### src/logic/ecc_mem_defines.svh
`ifndef ECC_MEM_DEFINES_SVH
`define ECC_MEM_DEFINES_SVH

// Word layout
`define ECC_DATA_W    19
`define ECC_PARITY_W  6

// Array size and decoded byte address
`define ECC_DEPTH     64
`define ECC_ADDR_W    9

// Register map, above the array window
`define ECC_REG_CTRL  9'h100
`define ECC_REG_STAT  9'h104
`define ECC_REG_INJ   9'h108

`endif

### src/logic/axi_lite_pkg.sv
`include "ecc_mem_defines.svh"

package axi_lite_pkg;

    typedef enum logic [1:0] {
        OKAY   = 2'b00,
        SLVERR = 2'b10
    } axi_resp_e;

    // Write address, AR uses the same layout
    typedef struct packed {
        logic [`ECC_ADDR_W-1:0] addr;
        logic [2:0]             prot;   // Carried only
    } axi_aw_t;

    typedef struct packed {
        logic [`ECC_ADDR_W-1:0] addr;
        logic [2:0]             prot;
    } axi_ar_t;

    typedef struct packed {
        logic [31:0] data;
        logic [3:0]  strb;    // Full word writes only
    } axi_w_t;

    typedef struct packed {
        logic [31:0] data;
        axi_resp_e   resp;
    } axi_r_t;

    typedef struct packed {
        axi_resp_e resp;
    } axi_b_t;

endpackage

### src/logic/ecc_mem_pkg.sv
`include "ecc_mem_defines.svh"

package ecc_mem_pkg;

    // Stored codeword
    typedef struct packed {
        logic [`ECC_PARITY_W-1:0] parity;
        logic [`ECC_DATA_W-1:0]   data;
    } ecc_word_t;

    // Write request into the store, one per accepted AW/W pair
    typedef struct packed {
        logic                   valid;
        logic [`ECC_ADDR_W-1:0] addr;
        ecc_word_t              code;
        logic [31:0]            wdata;   // Raw data for register writes
    } store_wr_t;

    typedef struct packed {
        logic                   valid;
        logic [`ECC_ADDR_W-1:0] addr;
    } store_rd_t;

    // Registered reply from the store
    typedef struct packed {
        logic        is_mem;
        ecc_word_t   code;
        logic [31:0] rdata;
    } store_rsp_t;

    // Correction events, one cycle each
    typedef struct packed {
        logic sbit;
        logic dbit;
    } ecc_evt_t;

    typedef enum logic [1:0] {
        IDLE,
        FETCH,
        RESP
    } rd_state_e;

endpackage

### src/logic/ecc_19_cal.sv
module ecc_19_cal #(
    parameter DATA_WIDTH   = 19,
    parameter PARITY_WIDTH = 6
) (
    input  logic [DATA_WIDTH-1:0]   data_in,
    output logic [DATA_WIDTH-1:0]   data_out,
    input  logic [PARITY_WIDTH-1:0] parity_in,
    output logic [PARITY_WIDTH-1:0] parity_out,
    input  logic                    bypass,
    output logic [DATA_WIDTH-1:0]   mask,
    output logic                    sbit_err,
    output logic                    dbit_err
);

    // Hamming column per data bit, index 0 last
    localparam logic [DATA_WIDTH-1:0][PARITY_WIDTH-1:0] H_COL = {
        6'b111000, 6'b110111, 6'b010110, 6'b010101,
        6'b110100, 6'b010011, 6'b110010, 6'b110001,
        6'b101111, 6'b001110, 6'b001101, 6'b101100,
        6'b001011, 6'b101010, 6'b101001, 6'b000111,
        6'b100110, 6'b100101, 6'b100011
    };

    logic [PARITY_WIDTH-1:0] syndrome;
    logic                    data_hit;
    logic                    par_hit;
    logic                    nonzero;

    // Parity is the XOR of the columns of all set data bits
    always_comb begin
        parity_out = '0;
        for (int i = 0; i < DATA_WIDTH; i++) begin
            if (data_in[i])
                parity_out = parity_out ^ H_COL[i];
        end
    end

    assign syndrome = parity_in ^ parity_out;

    always_comb begin
        for (int i = 0; i < DATA_WIDTH; i++) begin
            mask[i] = (syndrome == H_COL[i]);
        end
    end

    assign nonzero  = |syndrome;
    assign data_hit = |mask;
    assign par_hit  = $onehot(syndrome);     // Flip inside the parity field

    assign data_out = bypass ? data_in : data_in ^ mask;
    assign sbit_err = !bypass && (data_hit || par_hit);
    // Every other nonzero syndrome counts as two flips
    assign dbit_err = !bypass && nonzero && !data_hit && !par_hit;

endmodule

### src/logic/ecc_mem_top.sv
module ecc_mem_top (
    input  logic                  clk,
    input  logic                  rst_n,
    input  axi_lite_pkg::axi_aw_t aw,
    input  logic                  awvalid,
    output logic                  awready,
    input  axi_lite_pkg::axi_w_t  w,
    input  logic                  wvalid,
    output logic                  wready,
    output axi_lite_pkg::axi_b_t  b,
    output logic                  bvalid,
    input  logic                  bready,
    input  axi_lite_pkg::axi_ar_t ar,
    input  logic                  arvalid,
    output logic                  arready,
    output axi_lite_pkg::axi_r_t  r,
    output logic                  rvalid,
    input  logic                  rready
);

    ecc_mem_pkg::store_wr_t  wr;
    ecc_mem_pkg::store_rd_t  rd;
    ecc_mem_pkg::store_rsp_t rsp;
    ecc_mem_pkg::ecc_evt_t   evt;
    logic                    bypass;

    ecc_write_path u_write_path (
        .clk     (clk),
        .rst_n   (rst_n),
        .aw      (aw),
        .awvalid (awvalid),
        .awready (awready),
        .w       (w),
        .wvalid  (wvalid),
        .wready  (wready),
        .b       (b),
        .bvalid  (bvalid),
        .bready  (bready),
        .wr      (wr)
    );

    ecc_read_path u_read_path (
        .clk     (clk),
        .rst_n   (rst_n),
        .ar      (ar),
        .arvalid (arvalid),
        .arready (arready),
        .r       (r),
        .rvalid  (rvalid),
        .rready  (rready),
        .rd      (rd),
        .rsp     (rsp),
        .bypass  (bypass),
        .evt     (evt)
    );

    ecc_store u_store (
        .clk    (clk),
        .rst_n  (rst_n),
        .wr     (wr),
        .rd     (rd),
        .evt    (evt),
        .rsp    (rsp),
        .bypass (bypass)
    );

endmodule

### src/logic/ecc_read_path.sv
`include "ecc_mem_defines.svh"

module ecc_read_path (
    input  logic                    clk,
    input  logic                    rst_n,
    input  axi_lite_pkg::axi_ar_t   ar,
    input  logic                    arvalid,
    output logic                    arready,
    output axi_lite_pkg::axi_r_t    r,
    output logic                    rvalid,
    input  logic                    rready,
    output ecc_mem_pkg::store_rd_t  rd,
    input  ecc_mem_pkg::store_rsp_t rsp,
    input  logic                    bypass,
    output ecc_mem_pkg::ecc_evt_t   evt
);

    ecc_mem_pkg::rd_state_e state;
    logic                   ar_fire;
    logic                   rd_vld;
    logic [`ECC_ADDR_W-1:0] rd_addr;
    logic                   rsp_seen;   // Store reply is in
    logic                   take;
    logic [`ECC_DATA_W-1:0] fix_data;
    logic                   sbit;
    logic                   dbit;

    assign ar_fire = arvalid && arready;

    assign rd.valid = rd_vld;
    assign rd.addr  = rd_addr;

    ecc_19_cal #(
        .DATA_WIDTH   (`ECC_DATA_W),
        .PARITY_WIDTH (`ECC_PARITY_W)
    ) u_chk (
        .data_in    (rsp.code.data),
        .data_out   (fix_data),
        .parity_in  (rsp.code.parity),
        .parity_out (),
        .bypass     (bypass),
        .mask       (),
        .sbit_err   (sbit),
        .dbit_err   (dbit)
    );

    // Last FETCH cycle, result goes into R
    assign take     = (state == ecc_mem_pkg::FETCH) && rsp_seen;
    assign evt.sbit = take && rsp.is_mem && sbit;
    assign evt.dbit = take && rsp.is_mem && dbit;

    always_ff @(posedge clk) begin
        if (!rst_n) begin
            state    <= ecc_mem_pkg::IDLE;
            arready  <= 1'b0;
            rvalid   <= 1'b0;
            rd_vld   <= 1'b0;
            rsp_seen <= 1'b0;
        end else begin
            rd_vld <= 1'b0;
            case (state)
                ecc_mem_pkg::IDLE: begin
                    arready <= 1'b1;
                    if (ar_fire) begin
                        state   <= ecc_mem_pkg::FETCH;
                        arready <= 1'b0;
                        rd_vld  <= 1'b1;
                    end
                end
                ecc_mem_pkg::FETCH: begin
                    rsp_seen <= rd_vld;
                    if (rsp_seen) begin
                        state    <= ecc_mem_pkg::RESP;
                        rvalid   <= 1'b1;
                        rsp_seen <= 1'b0;
                    end
                end
                ecc_mem_pkg::RESP: begin
                    if (rready) begin
                        state   <= ecc_mem_pkg::IDLE;
                        rvalid  <= 1'b0;
                        arready <= 1'b1;
                    end
                end
                default: state <= ecc_mem_pkg::IDLE;
            endcase
        end
    end

    always_ff @(posedge clk) begin
        if (ar_fire)
            rd_addr <= ar.addr;
        if (take) begin
            if (rsp.is_mem)
                r.data <= {{(32-`ECC_DATA_W){1'b0}}, fix_data};
            else
                r.data <= rsp.rdata;
            if (rsp.is_mem && dbit)
                r.resp <= axi_lite_pkg::SLVERR;
            else
                r.resp <= axi_lite_pkg::OKAY;
        end
    end

endmodule

### src/logic/ecc_store.sv
`include "ecc_mem_defines.svh"

module ecc_store (
    input  logic                    clk,
    input  logic                    rst_n,
    input  ecc_mem_pkg::store_wr_t  wr,
    input  ecc_mem_pkg::store_rd_t  rd,
    input  ecc_mem_pkg::ecc_evt_t   evt,
    output ecc_mem_pkg::store_rsp_t rsp,
    output logic                    bypass
);

    localparam int IDX_W  = $clog2(`ECC_DEPTH);
    localparam int WORD_W = $bits(ecc_mem_pkg::ecc_word_t);

    ecc_mem_pkg::ecc_word_t mem [`ECC_DEPTH];
    ecc_mem_pkg::ecc_word_t inj;
    logic [15:0]            sbit_cnt;
    logic [15:0]            dbit_cnt;
    logic                   wr_mem;
    logic                   wr_ctrl;
    logic                   wr_stat;
    logic                   wr_inj;
    logic [31:0]            reg_rdata;

    // Array window is everything below CTRL
    assign wr_mem  = wr.valid && (wr.addr < `ECC_REG_CTRL);
    assign wr_ctrl = wr.valid && (wr.addr == `ECC_REG_CTRL);
    assign wr_stat = wr.valid && (wr.addr == `ECC_REG_STAT);
    assign wr_inj  = wr.valid && (wr.addr == `ECC_REG_INJ);

    always_ff @(posedge clk) begin
        if (wr_mem)
            mem[wr.addr[IDX_W+1:2]] <= wr.code ^ inj;
    end

    always_ff @(posedge clk) begin
        if (!rst_n) begin
            bypass   <= 1'b0;
            inj      <= '0;
            sbit_cnt <= '0;
            dbit_cnt <= '0;
        end else begin
            if (wr_ctrl)
                bypass <= wr.wdata[0];
            if (wr_inj)
                inj <= wr.wdata[WORD_W-1:0];
            else if (wr_mem)
                inj <= '0;          // Mask is used once
            if (wr_stat) begin
                sbit_cnt <= '0;
                dbit_cnt <= '0;
            end else begin
                if (evt.sbit && !(&sbit_cnt))
                    sbit_cnt <= sbit_cnt + 16'd1;
                if (evt.dbit && !(&dbit_cnt))
                    dbit_cnt <= dbit_cnt + 16'd1;
            end
        end
    end

    always_comb begin
        case (rd.addr)
            `ECC_REG_CTRL: reg_rdata = {31'd0, bypass};
            `ECC_REG_STAT: reg_rdata = {dbit_cnt, sbit_cnt};
            `ECC_REG_INJ:  reg_rdata = {{(32-WORD_W){1'b0}}, inj};
            default:       reg_rdata = '0;   // Array and holes
        endcase
    end

    // Old word wins against a write on the same edge
    always_ff @(posedge clk) begin
        if (rd.valid) begin
            rsp.is_mem <= rd.addr < `ECC_REG_CTRL;
            rsp.code   <= mem[rd.addr[IDX_W+1:2]];
            rsp.rdata  <= reg_rdata;
        end
    end

endmodule

### src/logic/ecc_write_path.sv
`include "ecc_mem_defines.svh"

module ecc_write_path (
    input  logic                    clk,
    input  logic                    rst_n,
    input  axi_lite_pkg::axi_aw_t   aw,
    input  logic                    awvalid,
    output logic                    awready,
    input  axi_lite_pkg::axi_w_t    w,
    input  logic                    wvalid,
    output logic                    wready,
    output axi_lite_pkg::axi_b_t    b,
    output logic                    bvalid,
    input  logic                    bready,
    output ecc_mem_pkg::store_wr_t  wr
);

    logic                     wr_fire;
    logic [`ECC_PARITY_W-1:0] parity;

    // Both beats together, and only with no B pending
    assign wr_fire = awvalid && wvalid && !bvalid;
    assign awready = wr_fire;
    assign wready  = wr_fire;

    // Encoder only, check side unused
    ecc_19_cal #(
        .DATA_WIDTH   (`ECC_DATA_W),
        .PARITY_WIDTH (`ECC_PARITY_W)
    ) u_enc (
        .data_in    (w.data[`ECC_DATA_W-1:0]),
        .data_out   (),
        .parity_in  ('0),
        .parity_out (parity),
        .bypass     (1'b0),
        .mask       (),
        .sbit_err   (),
        .dbit_err   ()
    );

    // Store sees the write on the handshake edge
    assign wr.valid       = wr_fire;
    assign wr.addr        = aw.addr;
    assign wr.code.parity = parity;
    assign wr.code.data   = w.data[`ECC_DATA_W-1:0];
    assign wr.wdata       = w.data;

    always_ff @(posedge clk) begin
        if (!rst_n) begin
            bvalid <= 1'b0;
        end else if (wr_fire) begin
            bvalid <= 1'b1;
        end else if (bready) begin
            bvalid <= 1'b0;
        end
    end

    assign b.resp = axi_lite_pkg::OKAY;    // Writes never fail

endmodule
### config.mk
export PLATFORM = sky130hd
export DESIGN_NAME = ecc_mem_top
export DESIGN_NICKNAME = d
export VERILOG_FILES = /design/src/logic/axi_lite_pkg.sv /design/src/logic/ecc_mem_pkg.sv /design/src/logic/ecc_19_cal.sv /design/src/logic/ecc_mem_top.sv /design/src/logic/ecc_read_path.sv /design/src/logic/ecc_store.sv /design/src/logic/ecc_write_path.sv
export VERILOG_INCLUDE_DIRS = /design/src /design/src/logic
export SDC_FILE = /design/constraint.sdc
export NUM_CORES = 2
export LEC_CHECK = 0
export BUFFER_PORTS_ARGS = -buffer_cell sky130_fd_sc_hd__buf_2
export CAP_MARGIN = 20
export CORE_MARGIN = 2
export CORE_UTILIZATION = 45
export DETAILED_ROUTE_END_ITERATION = 7
export HOLD_SLACK_MARGIN = 0.05
export PLACE_DENSITY = 0.71
export SLEW_MARGIN = 20
export SYNTH_ARGS = -nofsm -noshare
export SYNTH_HDL_FRONTEND = slang
export SYNTH_SLANG_ARGS = --single-unit
### constraint.sdc
create_clock -name clk -period 5 [get_ports clk]
set_clock_uncertainty 0.15 [all_clocks]
set_input_delay 1 -clock clk [delete_from_list [all_inputs] [get_ports clk]]
set_output_delay 1 -clock clk [all_outputs]
set_load 0.03 [all_outputs]
==> results.md <==
- Ys flop type: edfxtp_1
- Number of flops mapped to enable cells by yosys: 1700
- Final wirelength: 167200 um
- Worst Path Max Fanout: 10
- Final period util: 96.26%
- IO Port Bufs: 87
- PwrDens: 405.1 nW/um2
- Vias per cell: 6.015
- WS Path Type: flip-flop to flip-flop
- Met3 routed WL: 16070 um
- Largest stage delay, worst path: 540 ps
- Die Footprint: 156700 um2
- Largest net degree at the start of global routing: 98
- Ports: 108
- Switching Share: 22.46%
- Netlist cell types: 67
- Top delay family on crit path: adder cells
- Die width: 395.9 um
- Relative slew slack: 25.93%
- Post-route ant nets: 0
- Met2 WL: 81420 um
- DRC viols: 0
- Crit path required time: 5570 ps
- Hpwl dp: 98580 um
- M1 WL: 64860 um
- Core area: 152300 um2
- Static leakage: 0.02468 uW
- Number of global-route vias before repair: 32880
- Post-Syn Area: 69120 um2
- Sequential share of power: 52.0%
- Leading area contributor after synthesis: edfxtp_1
- Crit path cell chain: xnor3_1 -> xnor2_1 -> xor2_2 -> inv_1 -> fa_1 -> inv_1 -> fa_1 -> ha_1 -> fa_1 -> nor2_1 -> nand2_1 -> o311ai_4 -> nor4_4 -> buf_4 -> nand3_4 -> or4_1 -> nand2_1
- Via count: 33350
- DR iter-0 viols: 4358
- Slowest cell on the critical path: fa_1
- Synth cell count leaders: edfxtp_1 (1700), mux4_2 (525), nor2_1 (125)
- First-pass GRT wire length: 239100 um
- Num CTS Buffers: 170
- Status: completed
- Slew Limit Fails: 0
- Cells after Synth: 3097
- Wire per inst: 30.15 um
- Post-synth ARST share: 0%
- Crit start category: flip-flop
- Synthesized flop and latch total: 1765
- Fmax achieved: 207.8 MHz
- Chip height: 395.9 um
- Dpl ws: 31.20 ps
- Initial Utilization: 45.39%
- Root buffer cell: clkbuf_16
- Initial antenna violation count: 16
- Final hold vios: 0
- Combinational power share: 8.2%
- Area share of the leading cell type in the synthesized netlist: 73.86%
- Top cells by area, synth: edfxtp_1 (74%), mux4_2 (17%), dfxtp_1 (1.9%), xnor2_1 (0.82%), xor2_1 (0.72%)
- Switching pwr: 7243 uW
- Sequential share of the synthesized area: 75.74%
- Row count: 143
- Cell internal pwr: 25010 uW
- CTS H-tree depth: 4
- Clk buf depth: 3
- Minimum clock period: 4813 ps
- Core Util, Final: 52.29%
- Clk sink count: 1765
- Overflow left after global routing: 0
- Max layer used: met5
- Setup WS post-layout: 187.0 ps
- Global-route usage over all layers: 21.38%
- WP buf/inv: 3
- Top-count cell post-synth: edfxtp_1
- Max_cap viols: 0
- Share of cells above drive strength 1: 32.68%
- Clock-pin slew on the worst setup and hold paths: 60 ps
- Peak supply drop: 316.2 uV
- Area Growth Syn to Fin: 15.19%
- Worst EP arrival: 5390 ps
- R2R Setup Slk: 190 ps
- Drt first pass iters: 6
- Hold Path Class: input port to flip-flop
- Clock Latency Late Sink: 800 ps
- Fin nets: 3445
- CTS tree: built
- RePlAce Congestion: 0.8630
- Warnings, synthesis: 0
- Worst Setup End Kind: flip-flop
- Clk pwr share: 39.9%
- # fillers: 11410
- Final setup viols: 0
- Crit-path most repeated cell: fa_1
- Post-Syn Area per Cell: 22.32 um2
- Measured slew at the worst slew-check pin: 1109 ps
==> placed cells by master, fill, tap and decap left out, drive strengths merged, types with 59 or more instances in the layout <==
cell type	instances
mux4	525
xor2	59
clkinv	66
edfxtp	1700
clkbuf	215
nor2	125
xnor2	69
dfxtp	65
buf	262
nand2	62
==> flip-flops by register name, indices dropped and copies added (netlist names) <==
signal and count:
u_read_path.rd_addr 9, u_store.rsp 58, u_store.dbit_cnt 16, u_read_path.r 33, u_store.mem 1600, u_read_path.arready 1
u_store.bypass 1, u_read_path.rvalid 1, u_read_path.state 2, u_store.sbit_cnt 16, u_write_path.bvalid 1, u_store.inj 25
u_read_path.rd_vld 1, u_read_path.rsp_seen 1
==> power by group through the flow <==
stage,combinational (uW),sequential [uW],clock (uW)
2_1_floorplan,1510,17100,0
3_3_place_gp,2520,17100,0
3_5_place_dp,2580,17100,0
4_1_cts,2590,16800,13000
5_1_grt,2790,16800,13600
6_report,2630,16800,12900
==> repair_timing <==
action / 4_1_cts / 5_1_grt
pin swaps: 0 / 3
hold buffers: 0 / 0
endpoints found under the setup margin: 2 / 14
cloned: 0 / 1
buffers inserted: 0 / 2
resized for setup: 1 / 2
==> per-stage QoR <==
stage               total power [uW]  TNS [ps]  hold WS, ps  area, um2  instances
global placement               19590         0        324.8      73770       5214
global route                   33120    -15.43        201.8      79600       5538
finish                         32250         0        228.8      79620       5545
floorplan                      18640         0        309.7      69130       3099
detailed placement             19660         0        338.9      73880       5219
CTS                            32350         0        182.9      79470       5530
==> per-layer routing <==
metal,vias to the layer above,GRT usage [%]
li1,13530,-
met2,1702,34.05
met4,4,6.586
met3,266,4.554
met5,-,0
met1,17850,29.82
==> kinds of logic (layout without fill, tap and decap cells) <==
| group | count (synthesis) | count (layout) | synth area share, % |
|---|---|---|---|
| XOR/XNOR | 135 | 135 | 1.932 |
| AO/OA/AOI/OAI | 122 | 122 | 1.316 |
| AND/OR/NAND/NOR | 345 | 346 | 2.435 |
| other | 1 | 11 | 0.005425 |
| adder cells (fa/ha/maj) | 10 | 10 | 0.2136 |
| multiplexers | 539 | 539 | 17.33 |
| flip-flops | 1765 | 1765 | 75.74 |
| buffers and inverters | 180 | 587 | 1.026 |
==> worst paths after layout <==
check / from / to / cells after the start
worst max-delay path: u_store.rsp[41]$_DFFE_PP_ / u_store.dbit_cnt[7]$_SDFFE_PP0P_ / 17
worst min-delay path: ar[6] / u_read_path.rd_addr[3]$_DFFE_PP_ / 1
worst max register to register: u_store.rsp[41]$_DFFE_PP_ / u_store.dbit_cnt[7]$_SDFFE_PP0P_ / 17
worst min register to register: u_store.sbit_cnt[15]$_SDFFE_PP0P_ / u_store.sbit_cnt[15]$_SDFFE_PP0P_ / 2
==> final cells by class <==
class	instances	area, um2	share of cell area [%]
clock inverters	96	1089	1.367
multi-input cells	1155	17010	21.36
clock buffers	215	4486	5.634
inverters	14	52.55	0.06601
well taps	2030	2540	3.190
repair buffers	262	2071	2.601
flip-flops and latches	1765	52350	65.76
diodes	8	20.02	0.02514
No activity file was read; power rests on OpenSTA's default activity.
